File: src/alu_pkg.sv
package alu_pkg;

	localparam int XLEN = 32;
	localparam int SHAMT_W = $clog2(XLEN);
	localparam int UIMM_W = 20;

	typedef logic [XLEN-1:0] word_t;
	typedef logic [2*XLEN-1:0] dword_t;
	typedef logic [UIMM_W-1:0] uimm_t;
	typedef logic [4:0] alu_op_t;

	// Opcode map, unused codes return zero
	localparam alu_op_t OP_ADD    = 5'd0;
	localparam alu_op_t OP_SUB    = 5'd1;
	localparam alu_op_t OP_SLL    = 5'd2;
	localparam alu_op_t OP_SLT    = 5'd3;
	localparam alu_op_t OP_SLTU   = 5'd4;
	localparam alu_op_t OP_XOR    = 5'd5;
	localparam alu_op_t OP_SRL    = 5'd6;
	localparam alu_op_t OP_SRA    = 5'd7;
	localparam alu_op_t OP_OR     = 5'd8;
	localparam alu_op_t OP_AND    = 5'd9;
	localparam alu_op_t OP_SUBU   = 5'd10;
	localparam alu_op_t OP_LUI    = 5'd11;
	localparam alu_op_t OP_AUIPC  = 5'd12;
	localparam alu_op_t OP_MUL    = 5'd13;
	localparam alu_op_t OP_MULH   = 5'd14;
	localparam alu_op_t OP_MULHSU = 5'd15;
	localparam alu_op_t OP_MULHU  = 5'd16;
	localparam alu_op_t OP_DIV    = 5'd17;
	localparam alu_op_t OP_DIVU   = 5'd18;
	localparam alu_op_t OP_REM    = 5'd19;
	localparam alu_op_t OP_REMU   = 5'd20;

	localparam int MUL_LATENCY = 8;
	localparam int DIV_STEPS = 16;                // Two quotient bits per step
	localparam int DIV_LATENCY = DIV_STEPS + 2;   // Plus input and output stage

	localparam int LAT_W = $clog2(DIV_LATENCY + 1);
	typedef logic [LAT_W-1:0] lat_t;

	typedef struct packed {
		alu_op_t op;
		word_t   rs1;
		word_t   rs2;
		logic    use_imm;    // Operand B from I-type immediate
		word_t   itype_imm;
		uimm_t   upper_imm;  // LUI / AUIPC immediate
		word_t   pc;
	} alu_req_t;

	typedef enum logic {
		ST_IDLE,
		ST_BUSY
	} stall_state_e;

endpackage

File: src/stall_fsm.sv
`timescale 1ns/1ns

module stall_fsm
	import alu_pkg::*;
(
	input  logic    clk,
	input  logic    reset,
	input  alu_op_t op,
	input  logic    expired,
	output logic    load,
	output lat_t    load_value,
	output logic    stall
);

	stall_state_e state_q;
	stall_state_e state_d;
	logic         is_mul;
	logic         is_div;

	assign is_mul = (op == OP_MUL) || (op == OP_MULH) || (op == OP_MULHSU) || (op == OP_MULHU);
	assign is_div = (op == OP_DIV) || (op == OP_DIVU) || (op == OP_REM) || (op == OP_REMU);

	always_comb begin
		state_d    = state_q;
		load       = 1'b0;
		load_value = '0;
		stall      = 1'b0;
		case (state_q)
			ST_IDLE: if (is_mul || is_div) begin
				stall      = 1'b1;  // Cycle 0 of a long op
				load       = 1'b1;
				load_value = is_div ? lat_t'(DIV_LATENCY - 1) : lat_t'(MUL_LATENCY - 1);
				state_d    = ST_BUSY;
			end
			ST_BUSY: begin
				stall = ~expired;
				if (expired)
					state_d = ST_IDLE;  // Op retires this cycle
			end
			default: state_d = ST_IDLE;
		endcase
	end

	always_ff @(posedge clk or posedge reset) begin
		if (reset)
			state_q <= ST_IDLE;
		else
			state_q <= state_d;
	end

	// Upstream must hold the instruction while it is in flight
	a_op_held: assert property (@(posedge clk) disable iff (reset)
		(state_q == ST_BUSY) |-> $stable(op));

endmodule

File: config.mk
export PLATFORM = sky130hd
export DESIGN_NAME = stall_fsm
export DESIGN_NICKNAME = d
export VERILOG_FILES = /design/src/alu_pkg.sv /design/src/stall_fsm.sv
export SDC_FILE = /design/constraint.sdc
export NUM_CORES = 1
export LEC_CHECK = 0
export BUFFER_PORTS_ARGS = -buffer_cell sky130_fd_sc_hd__buf_2
export CAP_MARGIN = 20
export CORE_AREA = 2 2 39 41
export CTS_CLUSTER_SIZE = 24
export DETAILED_ROUTE_END_ITERATION = 10
export DIE_AREA = 0 0 41 43
export GPL_TIMING_DRIVEN = 0
export SLEW_MARGIN = 15
export SYNTH_ARGS = -nofsm -noshare
export SYNTH_HDL_FRONTEND = slang
export SYNTH_SLANG_ARGS = --single-unit
export TNS_END_PERCENT = 10
File: constraint.sdc
create_clock -name clk -period 1.3 [get_ports clk]
set_input_delay 0.065 -clock clk [delete_from_list [all_inputs] [get_ports clk]]
set_output_delay 0.065 -clock clk [all_outputs]
set_load 0.02 [all_outputs]
==> flow_summary.json <==
{
  "switching_power_mw": 0.04853,
  "rrSetupSlack_ns": 0.57,
  "required_ns": 1.24,
  "critPathKind": "primary input to output pin",
  "insertion_delay_ns": 0,
  "syn_avg_cell_area_um2": 8.243,
  "die_x_um": 41,
  "fill_cells": 151,
  "max_flop_register": "state_q",
  "ant_nets": 0,
  "row_count": 14,
  "switching_share_pct": 39.37,
  "place.gp.congestion": 0.5552,
  "worstHoldStart": "expired",
  "fmax_mhz": 825.7,
  "slowest_delay_ns": 0.42,
  "pwr-share-comb_pct": 65.8,
  "rsz0062_at_grt": "no",
  "cp-start-kind": "primary input",
  "setup_violations": 0,
  "grt_pass1_wl_um": 462,
  "synthTopCellsByArea": "dfrtp_1 (18%), buf_4 (16%), nand2b_4 (9.8%), mux2_2 (8.0%), mux2i_1 (7.1%)",
  "drt-initial-drc-count": 2,
  "synth.distinct_cells": 15,
  "start_util_pct": 10.13,
  "grt_max_degree": 5,
  "worstPathCellList": "buf_2, nand2b_4, or4_1, a21oi_2, buf_4, buf_2",
  "yosys_warnings": 0,
  "gr-total-overflow": 0,
  "layout_commonest_cell": "buf_2",
  "nNetsFinal": 41,
  "synth_area_leader_cell": "dfrtp_1",
  "critPathCaptureType": "output pin",
  "multiInputGateArea_um2": 92.59,
  "reg2reg_from": "state_q",
  "maxCapViolCount": 0,
  "grt_pass1_vias": 132,
  "critPathLaunch": "op[3]",
  "clock_skew_ns": 0,
  "vdd_ir_drop_max_v": 0.0001902,
  "syn2layout_area_growth_pct": 70.54,
  "min_path_cells": 2,
  "slowest_stage": "or4_1",
  "ys_ff_latch": 1,
  "antenna_found_initial": 0,
  "hold_violations": 0,
  "synth_seq_area_share_pct": 17.86,
  "drc": 0,
  "die_h_um": 43,
  "die-area_mm2": 0.001763,
  "drtPass1Iterations": 4,
  "clk_pin_slew_ns": 0,
  "grt_usage_pct": 3.607,
  "p_per_area_mw_per_mm2": 515.8,
  "io_buffers": 13,
  "p_total_mw": 0.1233,
  "tns_ns": 0,
  "power.internal_mw": 0.07474,
  "leakagePower_nw": 0.1285,
  "post-route-min-period_ns": 1.211,
  "mostFrequentLayoutCells": "buf_2 (13), buf_4 (3)",
  "synthCells": 17,
  "hp-class": "primary input to register",
  "wl_per_cell_um": 6.638,
  "slew_viol_final": 0,
  "final_layout_size_suffix_gt1_share_pct": 61.29,
  "synth_top_area_share_pct": 17.86,
  "top_regs": "state_q x1",
  "status": "finished clean",
  "syn_area_um2": 140.1,
  "vias_per_cell": 3.617,
  "critPathMaxFanout": 3,
  "cpMostUsedCell": "buf_2",
  "seqPwrFrac_pct": 34.2,
  "power.share.clock_pct": 0,
  "core_area_mm2": 0.001384,
  "post-dp-hpwl_um": 287.7,
  "regArea_um2": 25.02,
  "routed_wl_um": 312,
  "reg2reg_depth": 1,
  "arrival_ns": 1.15,
  "syn_nets": 25,
  "diodes": 0,
  "largest_register_ffs": 1,
  "period_share_pct": 93.16,
  "io_pins": 15,
  "num_vias": 170
}
[kinds of logic after synthesis]
kind of cell,count (synthesis),synth area share [%]
buffers and inverters,4,18.75
AOI/OAI and AO/OA,2,8.927
and+or+nand+nor,7,36.61
other,1,2.676
DFF,1,17.85
muxes,2,15.18
[layer usage]
layer | wire, um | vias up | global-route usage (%)
met2 | 127 | 13 | 7.187
met3 | 55 | 0 | 0
met4 | 0 | 0 | 0
li1 | - | 86 | -
met1 | 128 | 71 | 4.153
met5 | 0 | - | 0
[stage by stage]
stage          area, um2  setup slack, ns  std cells  hold slack, ns  util (%)
2_1_floorplan      140.1         0.009513         17         -0.2063         -
3_3_place_gp       225.2          0.07780         46         -0.1017     16.27
3_5_place_dp       225.2          0.07246         46        -0.09609     16.27
4_1_cts            235.2          0.07247         47          0.2692     17.00
5_1_grt            239.0          0.02786         47          0.2944     17.27
6_report           239.0          0.08889         47          0.2657     17.27
[synth_stat cells]
library cell,count
mux2_2,1
nor3_1,1
inv_1,1
o21a_1,1
or4_1,1
nand3b_1,1
nor4_1,1
conb_1,1
a21oi_1,1
buf_4,3
mux2i_1,1
or2b_1,1
dfrtp_1,1
nand2b_4,1
nor2_1,1
[worst max-delay path, delay by kind of cell]
| family | cells | cell delay, ns |
|---|---|---|
| simple gates | 2 | 0.55 |
| buf+inv | 3 | 0.36 |
| compound gates | 1 | 0.16 |
[cell type report]
type,instances,share of cell area [%]
Timing Repair Buffer,14,31.41
Sequential cell,1,10.47
Tap cell,16,8.377
Buffer,3,9.424
Inverter,1,1.571
Multi-Input combinational cell,12,38.74
[power groups by stage]
stage / registers, mW / clock network (mW) / logic, mW
after global routing: 0.0433 / 0 / 0.0886
after CTS: 0.0414 / 0 / 0.0814
final: 0.0421 / 0 / 0.0812
after floorplan: 0.0399 / 0 / 0.0506
after global placement: 0.0415 / 0 / 0.0781
after detailed placement: 0.0414 / 0 / 0.0789
[repair_timing]
item | CTS | global route
setup endpoints to repair | 0 | 1
buffers inserted | 0 | 0
hold buffers | 1 | 0
resized for setup | 0 | 1
hold endpoints to repair | 1 | 0
[path summary, 6_finish.rpt]
kind	to
setup / recovery	load_value[2]
hold / removal	state_q
setup reg to reg	state_q
hold reg to reg	state_q
max in group asynchronous	state_q
min in group asynchronous	state_q
Note: power is estimated with default switching activity, not from simulation.
