$ cat config.mk
export PLATFORM = sky130hd
export DESIGN_NAME = int_alu
export DESIGN_NICKNAME = d
export VERILOG_FILES = /design/src/alu_pkg.sv /design/src/int_alu.sv
export SDC_FILE = /design/constraint.sdc
export NUM_CORES = 1
export LEC_CHECK = 0
export BUFFER_PORTS_ARGS = -buffer_cell sky130_fd_sc_hd__buf_2
export CORE_AREA = 2 2 199 201
export DETAILED_ROUTE_END_ITERATION = 8
export DIE_AREA = 0 0 201 203
export GPL_ROUTABILITY_DRIVEN = 0
export PLACE_DENSITY_LB_ADDON = 0.2
export SLEW_MARGIN = 10
export SYNTH_ARGS = -nofsm -noshare
export SYNTH_HDL_FRONTEND = slang
export SYNTH_SLANG_ARGS = --single-unit
$ cat constraint.sdc
create_clock -name vclk -period 5.1
set_input_delay 0.765 -clock vclk [all_inputs]
set_output_delay 0.765 -clock vclk [all_outputs]
set_load 0.1 [all_outputs]
$ cat src/alu_pkg.sv
package alu_pkg;

	localparam int XLEN = 32;
	localparam int SHAMT_W = $clog2(XLEN);
	localparam int UIMM_W = 20;

	typedef logic [XLEN-1:0] word_t;
	typedef logic [2*XLEN-1:0] dword_t;
	typedef logic [UIMM_W-1:0] uimm_t;
	typedef logic [4:0] alu_op_t;

	// Opcode map, unused codes return zero
	localparam alu_op_t OP_ADD    = 5'd0;
	localparam alu_op_t OP_SUB    = 5'd1;
	localparam alu_op_t OP_SLL    = 5'd2;
	localparam alu_op_t OP_SLT    = 5'd3;
	localparam alu_op_t OP_SLTU   = 5'd4;
	localparam alu_op_t OP_XOR    = 5'd5;
	localparam alu_op_t OP_SRL    = 5'd6;
	localparam alu_op_t OP_SRA    = 5'd7;
	localparam alu_op_t OP_OR     = 5'd8;
	localparam alu_op_t OP_AND    = 5'd9;
	localparam alu_op_t OP_SUBU   = 5'd10;
	localparam alu_op_t OP_LUI    = 5'd11;
	localparam alu_op_t OP_AUIPC  = 5'd12;
	localparam alu_op_t OP_MUL    = 5'd13;
	localparam alu_op_t OP_MULH   = 5'd14;
	localparam alu_op_t OP_MULHSU = 5'd15;
	localparam alu_op_t OP_MULHU  = 5'd16;
	localparam alu_op_t OP_DIV    = 5'd17;
	localparam alu_op_t OP_DIVU   = 5'd18;
	localparam alu_op_t OP_REM    = 5'd19;
	localparam alu_op_t OP_REMU   = 5'd20;

	localparam int MUL_LATENCY = 8;
	localparam int DIV_STEPS = 16;                // Two quotient bits per step
	localparam int DIV_LATENCY = DIV_STEPS + 2;   // Plus input and output stage

	localparam int LAT_W = $clog2(DIV_LATENCY + 1);
	typedef logic [LAT_W-1:0] lat_t;

	typedef struct packed {
		alu_op_t op;
		word_t   rs1;
		word_t   rs2;
		logic    use_imm;    // Operand B from I-type immediate
		word_t   itype_imm;
		uimm_t   upper_imm;  // LUI / AUIPC immediate
		word_t   pc;
	} alu_req_t;

	typedef enum logic {
		ST_IDLE,
		ST_BUSY
	} stall_state_e;

endpackage

$ cat src/int_alu.sv
`timescale 1ns/1ns

module int_alu
	import alu_pkg::*;
(
	input  alu_req_t req,
	input  dword_t   product,
	input  word_t    quotient,
	input  word_t    remainder,
	output dword_t   mul_a,
	output dword_t   mul_b,
	output word_t    op_a,
	output word_t    op_b,
	output logic     is_signed,
	output word_t    result
);

	word_t  upper;
	logic   a_unsigned;
	logic   b_unsigned;
	dword_t a_sext;
	dword_t b_sext;

	assign op_a = req.rs1;
	assign op_b = req.use_imm ? req.itype_imm : req.rs2;

	assign upper = {req.upper_imm, {(XLEN-UIMM_W){1'b0}}};

	// MULHU treats both operands as unsigned, MULHSU only rs2
	assign a_unsigned = (req.op == OP_MULHU);
	assign b_unsigned = (req.op == OP_MULHU) || (req.op == OP_MULHSU);

	assign a_sext = {{XLEN{op_a[XLEN-1]}}, op_a};
	assign b_sext = {{XLEN{op_b[XLEN-1]}}, op_b};

	assign mul_a = a_unsigned ? {{XLEN{1'b0}}, op_a} : a_sext;
	assign mul_b = b_unsigned ? {{XLEN{1'b0}}, op_b} : b_sext;

	assign is_signed = (req.op == OP_DIV) || (req.op == OP_REM);

	always_comb begin
		case (req.op)
			OP_ADD:    result = op_a + op_b;
			OP_SUB:    result = op_a - op_b;
			OP_SLL:    result = op_a << op_b[SHAMT_W-1:0];
			OP_SLT:    result = ($signed(op_a) < $signed(op_b)) ? 32'd1 : 32'd0;
			OP_SLTU:   result = (op_a < op_b) ? 32'd1 : 32'd0;
			OP_XOR:    result = op_a ^ op_b;
			OP_SRL:    result = op_a >> op_b[SHAMT_W-1:0];
			OP_SRA:    result = $signed(op_a) >>> op_b[SHAMT_W-1:0];
			OP_OR:     result = op_a | op_b;
			OP_AND:    result = op_a & op_b;
			OP_SUBU:   result = (op_a >= op_b) ? '0 : '1;  // Borrow mask
			OP_LUI:    result = upper;
			OP_AUIPC:  result = req.pc + upper;
			OP_MUL:    result = product[XLEN-1:0];
			OP_MULH,
			OP_MULHSU,
			OP_MULHU:  result = product[2*XLEN-1:XLEN];
			OP_DIV,
			OP_DIVU:   result = quotient;
			OP_REM,
			OP_REMU:   result = remainder;
			default:   result = '0;
		endcase
	end

	// Decode needs a defined op
	always_comb begin
		assert final (!$isunknown(req.op))
			else $error("int_alu: unknown op %b", req.op);
	end

endmodule

==> results.toml <==
[drt]
vias = 18600
wirelength_mm = 81.1
drtAntennaViolNets = 0
drt-initial-drc-count = 3292
via_per_inst = 6.38
wl_per_cell_um = 27.9
first_pass_iters = 7
drc = 0

[global_route]
track_usage_pct = 36.6
first_global_vias = 17200
grt_overflow_total = 0
antenna_found_initial = 3
grt_max_degree = 63
grt_pass1_wl_mm = 114

[logic_synthesis]
syn_avg_cell_area_um2 = 6.79
synth_nets = 2261
netlist_area_mm2 = 0.0126
yosys_warnings = 0
synthDistinctLibCells = 77
postSynthCellCount = 1860
ys_seq_area_share_pct = 0

[placed_design]
placed_cells = 2894
hpwl_mm = 66.2
port_buffers = 507

[setup_path]
path_cells = "buf_12 > buf_12 > buf_12 > mux2i_4 > buf_4 > buf_4 > buf_16 > mux2i_2 > nand2_1 > and3_1 > a21oi_1 > mux2i_1 > a2111o_1 > nor3_2 > o211ai_1 > clkbuf_16"
endpoint_kind = "output pin"
cpMostUsedCell = "buf_12"
crit_path_max_incr_delay_ns = 0.45
worst-path-buf-inv = 7
crit_start = "req[84]"
crit_path_end = "result[29]"
cp_max_fo = 31
path_class = "in2out"
crit_cells = 16
slowest_stage = "a2111o_1"
crit_family = "buffers and inverters"
cp.required_ns = 4.34
crit_arrival_ns = 4.44
cp-start-kind = "primary input"

[outcome]
status = "finished, violations left"
violations = "setup timing"

[layout]
num_antenna_cells = 0
final_nets = 2796
regArea_um2 = 0
syn_to_final_growth_pct = 46.2
fill_cells = 3865
flops_and_latches = 0
drive_gt1_share_pct = 41.1
layout_commonest_cell = "buf_2"
mostFrequentLayoutCells = "buf_2, buf_4, nand2_1, nor2_1, a21oi_1"
clock_buffers = 0
fin_util_pct = 48.0
final_cells = 2911

[power]
peakVddDrop_v = 0.000267
power.density_mw_per_mm2 = 208
leakage_nw = 8.61

[sta]
postLayoutSetupSlackWorst_ns = -0.104
fin_crit_sh_pct = 102
hold_viol = 0
whs_ns = 2.01
maxSlewViolCount = 0
relSlewSlack_pct = 9.65
setup_violations = 5
worstMarginPinSlew_ns = 1.35
period_needed_ns = 5.20
rsz0062_at_grt = "yes"
fmax_mhz = 192

[die]
start_util_pct = 32.8
die-area_mm2 = 0.0408
fp.dieW_um = 201
coreArea_mm2 = 0.0385
core.rowCount = 72
pin_count = 507
die_y_um = 203

[job]
maxCapViolCount = 0

[worst_hold_path]
min_path_type = "in2out"
metal layers:
| metal | track usage [%] | up-vias | wire length [um] |
|---|---|---|---|
| met5 | 0 | - | 147 |
| met1 | 47.3 | 8758 | 30400 |
| met4 | 19.4 | 4 | 5540 |
| met2 | 56.3 | 1536 | 34400 |
| li1 | - | 7954 | - |
| met3 | 8.72 | 326 | 10500 |
where the power goes:
part	total (mW)	internal (mW)	switching (mW)	leakage, nW
sequential	0	0	0	0
clock	0	0	0	0
combinational	3.85	1.24	2.61	8.61
total	3.85	1.24	2.61	8.61
repair_timing:
item                                    CTS  global route
hold buffers                              0             0
gates cloned                              0             2
setup buffers                             0            15
endpoints found under the hold margin     0             0
endpoints found under the setup margin   18            24
gates resized for setup                  14            88
pin swaps                                 4            16
cell usage after synthesis, drive strengths merged, types with 5 or more instances:
master / count / area share [%]
o31ai: 16 / 0.95
nand3b: 6 / 0.36
a2111oi: 8 / 0.55
or3: 9 / 0.45
nor4: 12 / 0.59
nor3b: 5 / 0.30
a22o: 5 / 0.35
nor2: 163 / 4.9
a21oi: 137 / 5.4
a222oi: 19 / 1.5
o21ai: 106 / 4.2
o2111ai: 29 / 2.0
a221oi: 40 / 2.8
a211oi: 43 / 2.6
a311oi: 8 / 0.55
mux2i: 120 / 9.8
and2: 8 / 0.40
a32oi: 6 / 0.42
o2bb2ai: 8 / 0.55
or2: 5 / 0.25
o21bai: 13 / 0.77
and3: 8 / 0.40
nor3: 38 / 1.5
ha: 116 / 11
nor2b: 16 / 0.79
nand3: 59 / 2.3
or4: 8 / 0.48
o21a: 5 / 0.30
a221o: 12 / 0.95
a22oi: 39 / 2.3
buf: 202 / 11
mux4: 29 / 5.3
nand4: 18 / 0.89
a31oi: 23 / 1.1
inv: 101 / 3.0
a21o: 17 / 1.0
a211o: 6 / 0.42
clkbuf: 91 / 2.7
xnor2: 15 / 1.0
o211ai: 35 / 2.1
o22ai: 23 / 1.1
o221ai: 8 / 0.55
nand2b: 15 / 0.74
nand2: 165 / 4.9
cell type report:
cell class                      instances  area [um2]  share of cell area, %
Timing Repair Buffer                  826        6090                   33.0
Tap cell                              518         648                   3.51
Multi-Input combinational cell       1466       11300                   61.4
Inverter                              101         392                   2.12
cells by family after synthesis:
kind of cell               after synthesis  share of synthesized area, %
buffers and inverters                  394                          16.8
muxes                                  151                          15.3
adders and majority gates              119                          12.0
xor gates and xnor gates                19                          1.32
AOI/OAI and AO/OA                      636                          34.9
and+or+nand+nor                        541                          19.8
per-stage QoR:
stage	area (um2)	power (mW)	TNS, ns	worst slack (ns)
floorplan	13100	2.42	-4.67	-0.875
global placement	17800	3.62	-1.02	-0.228
detailed placement	17800	3.63	-1.44	-0.259
CTS	17800	3.66	-0.132	-0.114
global route	18500	3.95	-0.247	-0.0953
finish	18500	3.85	-0.175	-0.104
how the worst min path moves through the flow:
| stage | startpoint | to | slack [ns] | cells after the start |
|---|---|---|---|---|
| CTS | req[119] | mul_a[2] | 2.00 | 2 |
| finish | remainder[3] | result[3] | 2.01 | 4 |
| global placement | req[119] | op_a[2] | 2.00 | 2 |
| global route | req[117] | op_a[0] | 2.02 | 2 |
| detailed placement | req[119] | mul_a[2] | 2.00 | 2 |
| floorplan | req[117] | mul_a[0] | 1.74 | 1 |
No activity file was read; power rests on OpenSTA's default activity.
