===== src/alu_pkg.sv =====
package alu_pkg;

	localparam int XLEN = 32;
	localparam int SHAMT_W = $clog2(XLEN);
	localparam int UIMM_W = 20;

	typedef logic [XLEN-1:0] word_t;
	typedef logic [2*XLEN-1:0] dword_t;
	typedef logic [UIMM_W-1:0] uimm_t;
	typedef logic [4:0] alu_op_t;

	// Opcode map, unused codes return zero
	localparam alu_op_t OP_ADD    = 5'd0;
	localparam alu_op_t OP_SUB    = 5'd1;
	localparam alu_op_t OP_SLL    = 5'd2;
	localparam alu_op_t OP_SLT    = 5'd3;
	localparam alu_op_t OP_SLTU   = 5'd4;
	localparam alu_op_t OP_XOR    = 5'd5;
	localparam alu_op_t OP_SRL    = 5'd6;
	localparam alu_op_t OP_SRA    = 5'd7;
	localparam alu_op_t OP_OR     = 5'd8;
	localparam alu_op_t OP_AND    = 5'd9;
	localparam alu_op_t OP_SUBU   = 5'd10;
	localparam alu_op_t OP_LUI    = 5'd11;
	localparam alu_op_t OP_AUIPC  = 5'd12;
	localparam alu_op_t OP_MUL    = 5'd13;
	localparam alu_op_t OP_MULH   = 5'd14;
	localparam alu_op_t OP_MULHSU = 5'd15;
	localparam alu_op_t OP_MULHU  = 5'd16;
	localparam alu_op_t OP_DIV    = 5'd17;
	localparam alu_op_t OP_DIVU   = 5'd18;
	localparam alu_op_t OP_REM    = 5'd19;
	localparam alu_op_t OP_REMU   = 5'd20;

	localparam int MUL_LATENCY = 8;
	localparam int DIV_STEPS = 16;                // Two quotient bits per step
	localparam int DIV_LATENCY = DIV_STEPS + 2;   // Plus input and output stage

	localparam int LAT_W = $clog2(DIV_LATENCY + 1);
	typedef logic [LAT_W-1:0] lat_t;

	typedef struct packed {
		alu_op_t op;
		word_t   rs1;
		word_t   rs2;
		logic    use_imm;    // Operand B from I-type immediate
		word_t   itype_imm;
		uimm_t   upper_imm;  // LUI / AUIPC immediate
		word_t   pc;
	} alu_req_t;

	typedef enum logic {
		ST_IDLE,
		ST_BUSY
	} stall_state_e;

endpackage


===== src/latency_timer.sv =====
`timescale 1ns/1ns

module latency_timer
	import alu_pkg::*;
(
	input  logic clk,
	input  logic reset,
	input  logic load,
	input  lat_t load_value,
	output logic expired
);

	lat_t count;

	always_ff @(posedge clk or posedge reset) begin
		if (reset)
			count <= '0;
		else if (load)
			count <= load_value;
		else if (count != '0)
			count <= count - 1'b1;  // Stops at zero
	end

	assign expired = (count == '0);

	// Controller only starts a new op once the previous latency ran out
	a_load_idle: assert property (@(posedge clk) disable iff (reset) load |-> expired);

endmodule


===== config.mk =====
export PLATFORM = sky130hd
export DESIGN_NAME = latency_timer
export DESIGN_NICKNAME = d
export VERILOG_FILES = /design/src/alu_pkg.sv /design/src/latency_timer.sv
export SDC_FILE = /design/constraint.sdc
export NUM_CORES = 1
export LEC_CHECK = 0
export ABC_AREA = 1
export BUFFER_PORTS_ARGS = -buffer_cell sky130_fd_sc_hd__buf_4
export CORE_AREA = 2 2 39 41
export CTS_CLUSTER_DIAMETER = 40
export CTS_CLUSTER_SIZE = 14
export DETAILED_ROUTE_END_ITERATION = 7
export DIE_AREA = 0 0 41 43
export GPL_TIMING_DRIVEN = 0
export HOLD_SLACK_MARGIN = 0.02
export PLACE_DENSITY = 0.53
export REMOVE_ABC_BUFFERS = 1
export SLEW_MARGIN = 20
export SYNTH_ARGS = -nofsm -noshare
export SYNTH_HDL_FRONTEND = slang
export SYNTH_SLANG_ARGS = --single-unit

===== constraint.sdc =====
create_clock -name clk -period 1.3 [get_ports clk]
set_clock_uncertainty 0.1 [all_clocks]
set_input_delay 0.195 -clock clk [delete_from_list [all_inputs] [get_ports clk]]
set_output_delay 0.195 -clock clk [all_outputs]
set_load 0.03 [all_outputs]

==> metrics.md, run 1 <==
| Metric | Value |
|---|---|
| Status | `complete, but fails checks` |
| Failing checks | `negative setup slack` |
| Setup crit start | `count[1]$_DFFE_PP0P_` |
| Synth area leader | `dfrtp_1` |
| Largest regs | `count x5` |
| EDFF count, synth | `0` |
| Synthesized flop and latch total | `5` |
| First-pass GRT wire length | `1170 um` |
| Routed Antenna Nets | `0` |
| Cts bufs inserted | `3` |
| Relative slew slack | `85.8%` |
| Crit. path cell count | `5` |
| Final Total Pwr | `650 uW` |
| Top-area cell type share of the netlist area | `~43%` |
| CP dominant cell by count | `inv_2` |
| CTS tree | `yes` |
| Yosys warns | `0` |
| Synth Area in XOR/XNOR | `slightly below 3%` |
| Mux cell area share after synthesis | `0%` |
| Clk buf depth | `2` |
| Io pins | `9` |
| Simple-Gate Fraction of Synth Area | `32.8%` |
| Largest cells by area after synthesis | `dfrtp_1, nand2_1, inv_1, o21ai_0, ha_1` |
| DRC violations left | `0` |
| Synth Area in Adders | `around 4.3%` |
| Clock Pin Slew Worst Setup and Hold Paths | `0.05 ns` |
| Max_cap viols | `0` |
| Synthesized cell area | `294 um2` |
| DR top layer | `met4` |
| Syn-to-layout area delta | `66.4%` |
| Via-per-instance ratio | `~4.1` |
| WP buf/inv | `3` |
| Leakage | `0.000258 uW` |
| Placed cells | `64` |
| Clk Tree Root Cell | `clkbuf_4` |
| Async SR Flop Fraction | `100%` |
| WS Path Type | `reg2out` |
| Register area share after synthesis | `42.6%` |
| Synthesized area per cell | `7.35 um2` |
| Worst EP required | `1.00 ns` |
| Core box area | `1380 um2` |
| N_diodes | `0` |
| Hold crit path type | `in2reg` |
| Hold wc startpoint | `load_value[4]` |
| Library cells used by synthesis | `13` |
| Crit. End Element | `output pin` |
| Worst EP arrival | `around 1.1 ns` |
| Global placer's final weighted congestion | `0.647` |
| Die Wd | `about 41 um` |
| Remaining Overflow, GRT | `0` |
| Worst reg2reg path startpoint | `count[1]$_DFFE_PP0P_` |
| Delay-heaviest family, CP | `flip-flops` |
| Critical Path End | `expired` |
| Crit start category | `flip-flop` |
| Fin cells | `75` |
| Reg with most FFs | `count` |
| Cell Chain, Critical Path | `inv_2, ha_4, nand3_4, inv_2, buf_6` |
| Share of layout cells above drive strength 1 | `a little over two fifths` |
| Port Buf Inserts | `8` |
| Post-DR wirelength/cell | `approximately 9 um` |
| Synth Flop Type | `dfrtp_1` |
| Met2 routed WL | `321 um` |
| Largest stage delay on the critical path | `between 0.3 and 0.4 ns` |
| Metal1 wirelength | `between 200 and 300 um` |
| First-iteration detailed-routing DRC count | `6` |
| Top-count cell post-synth | `nand2_1` |
| Initial antenna violation count | `0` |
| Die height | `43 um` |
| Compound-cell area share of the yosys netlist | `8.51%` |
| Clk sinks | `5` |
| # setup viols final | `1` |
| GRT Resource Usage Total | `10.5%` |
| Skew-Pair Late Insertion Delay | `roughly 0.25 ns` |
| Final period utilization | `109%` |
| Critical register-to-register path endpoint | `count[0]$_DFFE_PP0P_` |
| Total Nets Final | `69` |
| Slowest-stage cell, CP | `dfrtp_1` |
| Largest family of logic cells by synthesized area | `simple AND/OR/NAND/NOR gates` |
| Largest net degree at the start of global routing | `9` |
| Least-Margin Pin Slew | `about 0.21 ns` |
| Critical-path maximum fanout | `2` |
| Worst VDD drop | `just under 500 uV` |
| Htree depth | `1` |
| Max reg flops | `5` |
| DRT Pass-1 Iters | `2` |
| Slew Limit Fails | `0` |
| Via count | `311` |
| HPWL Detailed | `445 um` |
| F_max | `0.709 GHz` |
| Final setup margin | `-0.111 ns` |
| Cells after synthesis | `40` |
| Met3 routed WL | `between 30 and 40 um` |
| Period minus WS final | `1.41 ns` |
| R2R Setup Slk | `0.06 ns` |
| RSZ-0062 raised after global routing | `yes` |
| Final Hold Vio Count | `0` |
| Commonest cells in the synthesized netlist | `nand2_1, inv_1, dfrtp_1` |
| Die area | `between 1500 and 2000 um2` |
| Final wirelength | `673 um` |
| FP Rows | `14` |
| P per Cell Area | `around 1300 nW/um2` |
| Initial core utilization | `a little over a fifth` |
| Number of global-route vias before repair | `between 200 and 300` |
| R2r worst-path depth | `6` |
## logic make-up after synthesis
family / Yosys count
simple gates: 21
buf+inv: 7
compound gates: 5
flops: 5
xor+xnor: 1
fa+ha+maj: 1
## routing by layer
layer / track usage (%) / vias to the layer above
met5: 0 / -
met4: 8.00 / 0
met3: 4.71 / 2
met2: 13.1 / 9
met1: 13.4 / 136
li1: - / 164
## worst min-delay path: stages
cell and delay (ns):
buf_4 0.07, nand2_1 0.04, nand2_1 0.05
## repair_timing
action / 4_1_cts / 5_1_grt
buffers inserted: 3 / 3
hold endpoints to repair: 5 / 0
gates resized for setup: 7 / 2
pin swaps: 1 / 1
setup endpoints to repair: 2 / 3
hold buffers: 1 / 0
## stage by stage
| stage | TNS [ns] | hold WS (ns) | util (%) | instance area (um2) | worst slack, ns |
|---|---|---|---|---|---|
| CTS | -0.114 | 0.0388 | 32.8 | 454 | -0.114 |
| global route | -0.183 | 0.0535 | 35.4 | 489 | -0.144 |
| floorplan | 0 | -0.126 | - | 294 | 0.0168 |
| finish | -0.111 | 0.0387 | 35.4 | 489 | -0.111 |
| global placement | -0.0576 | 0.0232 | 27.0 | 374 | -0.0576 |
| detailed placement | -0.0811 | 0.0254 | 27.0 | 374 | -0.0686 |
## power by group
group / switching (uW) / internal (uW) / total [uW] / leakage [uW]
logic: 112 / 133 / 245 / 0.000182
clock network: 77.9 / 117 / 195 / 0.0000150
registers: 26.6 / 184 / 211 / 0.0000605
## area by class of cell
class	instances	area, um2
fillers	154	895
multi-input cells	28	173
flip-flops and latches	5	125
repair buffers	15	119
clock buffers	4	26.3
inverters	7	26.3
well taps	16	20.0
## worst min path at each step
stage                                 endpoint  cells past startpoint
after floorplan           count[0]$_DFFE_PP0P_                      1
after global placement    count[3]$_DFFE_PP0P_                      2
after detailed placement  count[0]$_DFFE_PP0P_                      2
after CTS                 count[4]$_DFFE_PP0P_                      3
after global routing      count[2]$_DFFE_PP0P_                      3
final                     count[4]$_DFFE_PP0P_                      3
## placed cells by master (no fill, tap or decap), drive strengths merged
master,n
buf,14
clkbuf,4
dfrtp,5
dlygate4sd3,1
ha,1
inv,7
nand2,15
nand3,2
nand3b,1
nand4,1
nor2,2
o21ai,5
xnor2,1
Note: power is estimated with default switching activity, not from simulation.
==> run 2: changes to the inputs <==
--- a/config.mk
+++ b/config.mk
@@ -5,8 +5,10 @@
 export SDC_FILE = /design/constraint.sdc
 export NUM_CORES = 1
 export LEC_CHECK = 0
-export ABC_AREA = 1
+export ABC_AREA = 0
 export BUFFER_PORTS_ARGS = -buffer_cell sky130_fd_sc_hd__buf_4
+export CELL_PAD_IN_SITES_DETAIL_PLACEMENT = 0
+export CELL_PAD_IN_SITES_GLOBAL_PLACEMENT = 1
 export CORE_AREA = 2 2 39 41
 export CTS_CLUSTER_DIAMETER = 40
 export CTS_CLUSTER_SIZE = 14
@@ -14,7 +16,7 @@
 export DIE_AREA = 0 0 41 43
 export GPL_TIMING_DRIVEN = 0
 export HOLD_SLACK_MARGIN = 0.02
-export PLACE_DENSITY = 0.53
+export PLACE_DENSITY = 0.61
 export REMOVE_ABC_BUFFERS = 1
 export SLEW_MARGIN = 20
 export SYNTH_ARGS = -nofsm -noshare
==> metrics.md, run 2 <==
| Metric | Value |
|---|---|
| Status | `complete, but fails checks` |
| Failing checks | `negative setup slack` |
| Via count | `277 (-11%)` |
| Commonest cells in the synthesized netlist | `dfrtp_1, nand2_1, inv_1, xnor2_1` |
| F_max | `0.654 GHz (-7.8%)` |
| Clock Pin Slew Worst Setup and Hold Paths | `0.05 ns (about the same)` |
| Worst VDD drop | `384 uV (-21%)` |
| FILL cells | `153 (-0.65%)` |
| First-iteration detailed-routing DRC count | `2 (-4)` |
| Period minus WS final | `1.53 ns (+0.119 ns)` |
| DRT Pass-1 Iters | `4 (+2)` |
| Max_cap viols | `0 (unchanged)` |
| Hold crit path type | `in2reg` |
| Library cells used by synthesis | `14 (+1)` |
| GRT Resource Usage Total | `9.50% (-1.0 points)` |
| Syn-to-layout area delta | `88.5%` |
| Synthesized flop and latch total | `5 (unchanged)` |
| Least-Margin Pin Slew | `0.268 ns (+0.0558 ns)` |
| Slew Limit Fails | `0 (unchanged)` |
| HPWL Detailed | `438 um (-1.6%)` |
| Critical-path maximum fanout | `2 (unchanged)` |
| Register area share after synthesis | `44.2% (+1.7 points)` |
| Skew-Pair Late Insertion Delay | `0.24 ns (about the same)` |
| WS Path Type | `reg2out` |
| Final setup margin | `-0.230 ns (-0.119 ns)` |
| Routed Antenna Nets | `0 (unchanged)` |
| Clk Tree Root Cell | `clkbuf_4` |
| Cells after synthesis | `28 (-30%)` |
| Initial core utilization | `20.4% (-0.81 points)` |
| Top-area cell type share of the netlist area | `44.2% (+1.7 points)` |
| Port Buf Inserts | `8 (unchanged)` |
| EDFF count, synth | `0 (unchanged)` |
| Via-per-instance ratio | `4.20 (+1.2%)` |
| Post-DR wirelength/cell | `10.5 um (+17%)` |
| Io pins | `9 (unchanged)` |
| P per Cell Area | `1290 nW/um2 (-2.6%)` |
| Min Hold Slack | `0.0621 ns (+0.0235 ns)` |
| Crit. End Element | `output pin` |
| Initial antenna violation count | `0 (unchanged)` |
| Number of global-route vias before repair | `266 (-7.0%)` |
| Share of layout cells above drive strength 1 | `60.0% (+18 points)` |
| Core box area | `1380 um2 (unchanged)` |
| DP Worst Slack | `-0.421 ns (-0.352 ns)` |
| Largest regs | `count x5` |
| Reg with most FFs | `count` |
| Yosys warns | `0 (unchanged)` |
| Synthesized area per cell | `10.1 um2 (+37%)` |
| Total Nets Final | `60 (-13%)` |
| Fin cells | `66 (-12%)` |
| Clk sinks | `5 (unchanged)` |
| Worst EP arrival | `1.24 ns (+0.12 ns)` |
| Async SR Flop Fraction | `100% (unchanged)` |
| Placed cells | `51 (-20%)` |
| Die height | `43 um (unchanged)` |
| Crit start category | `flip-flop` |
| Largest net degree at the start of global routing | `11 (+2)` |
| Leading cell type in the layout, fill and taps excluded | `buf_4` |
| Synth Flop Type | `dfrtp_1` |
| Synth area leader | `dfrtp_1` |
| FP Rows | `14 (unchanged)` |
| RSZ-0062 raised after global routing | `yes` |
| Leakage | `0.000244 uW (-5.3%)` |
| Synthesized cell area | `283 um2 (-3.8%)` |
| Remaining Overflow, GRT | `0 (unchanged)` |
| CTS tree | `yes` |
| Die Wd | `41 um (unchanged)` |
| Worst EP required | `1.00 ns (about the same)` |
| Final period utilization | `118% (+9.2 points)` |
| DRC violations left | `0 (unchanged)` |
| Post-route setup TNS | `-0.876 ns (-0.765 ns)` |
| Clk buf depth | `2 (unchanged)` |
| N_diodes | `0 (unchanged)` |
| Final wirelength | `693 um (+3.0%)` |
| Htree depth | `1 (unchanged)` |
| Die area | `1760 um2 (unchanged)` |
| First-pass GRT wire length | `1060 um (-8.9%)` |
| Final Hold Vio Count | `0 (unchanged)` |
| Global placer's final weighted congestion | `0.707 (+9.3%)` |
| Cts bufs inserted | `3 (unchanged)` |
| Most frequent cells in the layout | `buf_4, nand2_1, dfrtp_1` |
| Relative slew slack | `82.0% (-3.8 points)` |
| Max reg flops | `5 (unchanged)` |
| Largest cells by area after synthesis | `dfrtp_1, xnor2_1, nor4b_4, nand2_1, o31ai_1` |
| # setup viols final | `5 (+4)` |
==> run 2: final cells by class <==
type                            count  area (um2)  share of cell area (%)
Timing Repair Buffer               19         156                    29.3
Sequential cell                     5         125                    23.5
Inverter                            3        11.3                    2.11
Clock buffer                        4        26.3                    4.93
Multi-Input combinational cell     19         194                    36.4
Tap cell                           16        20.0                    3.76
==> run 2: cells by family (layout without fill, tap and decap cells) <==
kind of cell / count (synthesis) / after routing / synth area share [%]
fa+ha+maj: 1 / 1 / 4.42
simple gates: 8 / 8 / 19.0
buf+inv: 4 / 26 / 5.31
flops: 5 / 5 / 44.2
compound gates: 6 / 6 / 13.7
xor+xnor: 3 / 3 / 9.29
mux: 1 / 1 / 3.98
==> run 2: path summary, 6_finish.rpt <==
path / start / endpoint / slack, ns / cells past startpoint
worst max-delay path: count[1]$_DFFE_PP0P_ / expired / -0.23 / 4
worst min-delay path: load_value[1] / count[1]$_DFFE_PP0P_ / 0.06 / 3
worst max register to register: count[1]$_DFFE_PP0P_ / count[1]$_DFFE_PP0P_ / -0.22 / 6
worst min register to register: count[4]$_DFFE_PP0P_ / count[4]$_DFFE_PP0P_ / 0.50 / 2
max in group asynchronous: reset / count[4]$_DFFE_PP0P_ / 0.60 / 3
min in group asynchronous: reset / count[1]$_DFFE_PP0P_ / 0.32 / 3
==> run 2: worst max-delay path, cell delays in order (launching register included) <==
cell	delay, ns
dfrtp_1	0.38
inv_2	0.08
ha_4	0.13
nor4b_4	0.20
buf_4	0.20
==> run 2: power breakdown <==
group	switching [uW]	total [uW]	internal, uW
sequential	31.7	216	184
combinational	116	295	179
clock	63.5	180	116
==> run 2: what timing repair did <==
| item | 4_1_cts | 5_1_grt |
|---|---|---|
| hold endpoints to repair | 5 | 0 |
| resized for setup | 10 | 3 |
| buffers inserted | 6 | 4 |
| pin swaps | 3 | 0 |
| hold buffers | 1 | 0 |
| endpoints found under the setup margin | 5 | 5 |
==> run 2: through the flow <==
step | utilization (%) | power (uW) | area (um2)
3_5_place_dp | 25.9 | 369 | 359
5_1_grt | 38.5 | 743 | 533
4_1_cts | 35.2 | 657 | 487
6_report | 38.5 | 690 | 533
3_3_place_gp | 25.9 | 365 | 359
2_1_floorplan | - | 322 | 279
==> run 2: metal layers <==
layer,global-route usage (%),routed length (um)
met3,3.14,48
met2,12.2,306
met4,8.00,0
met5,0,0
met1,12.2,338
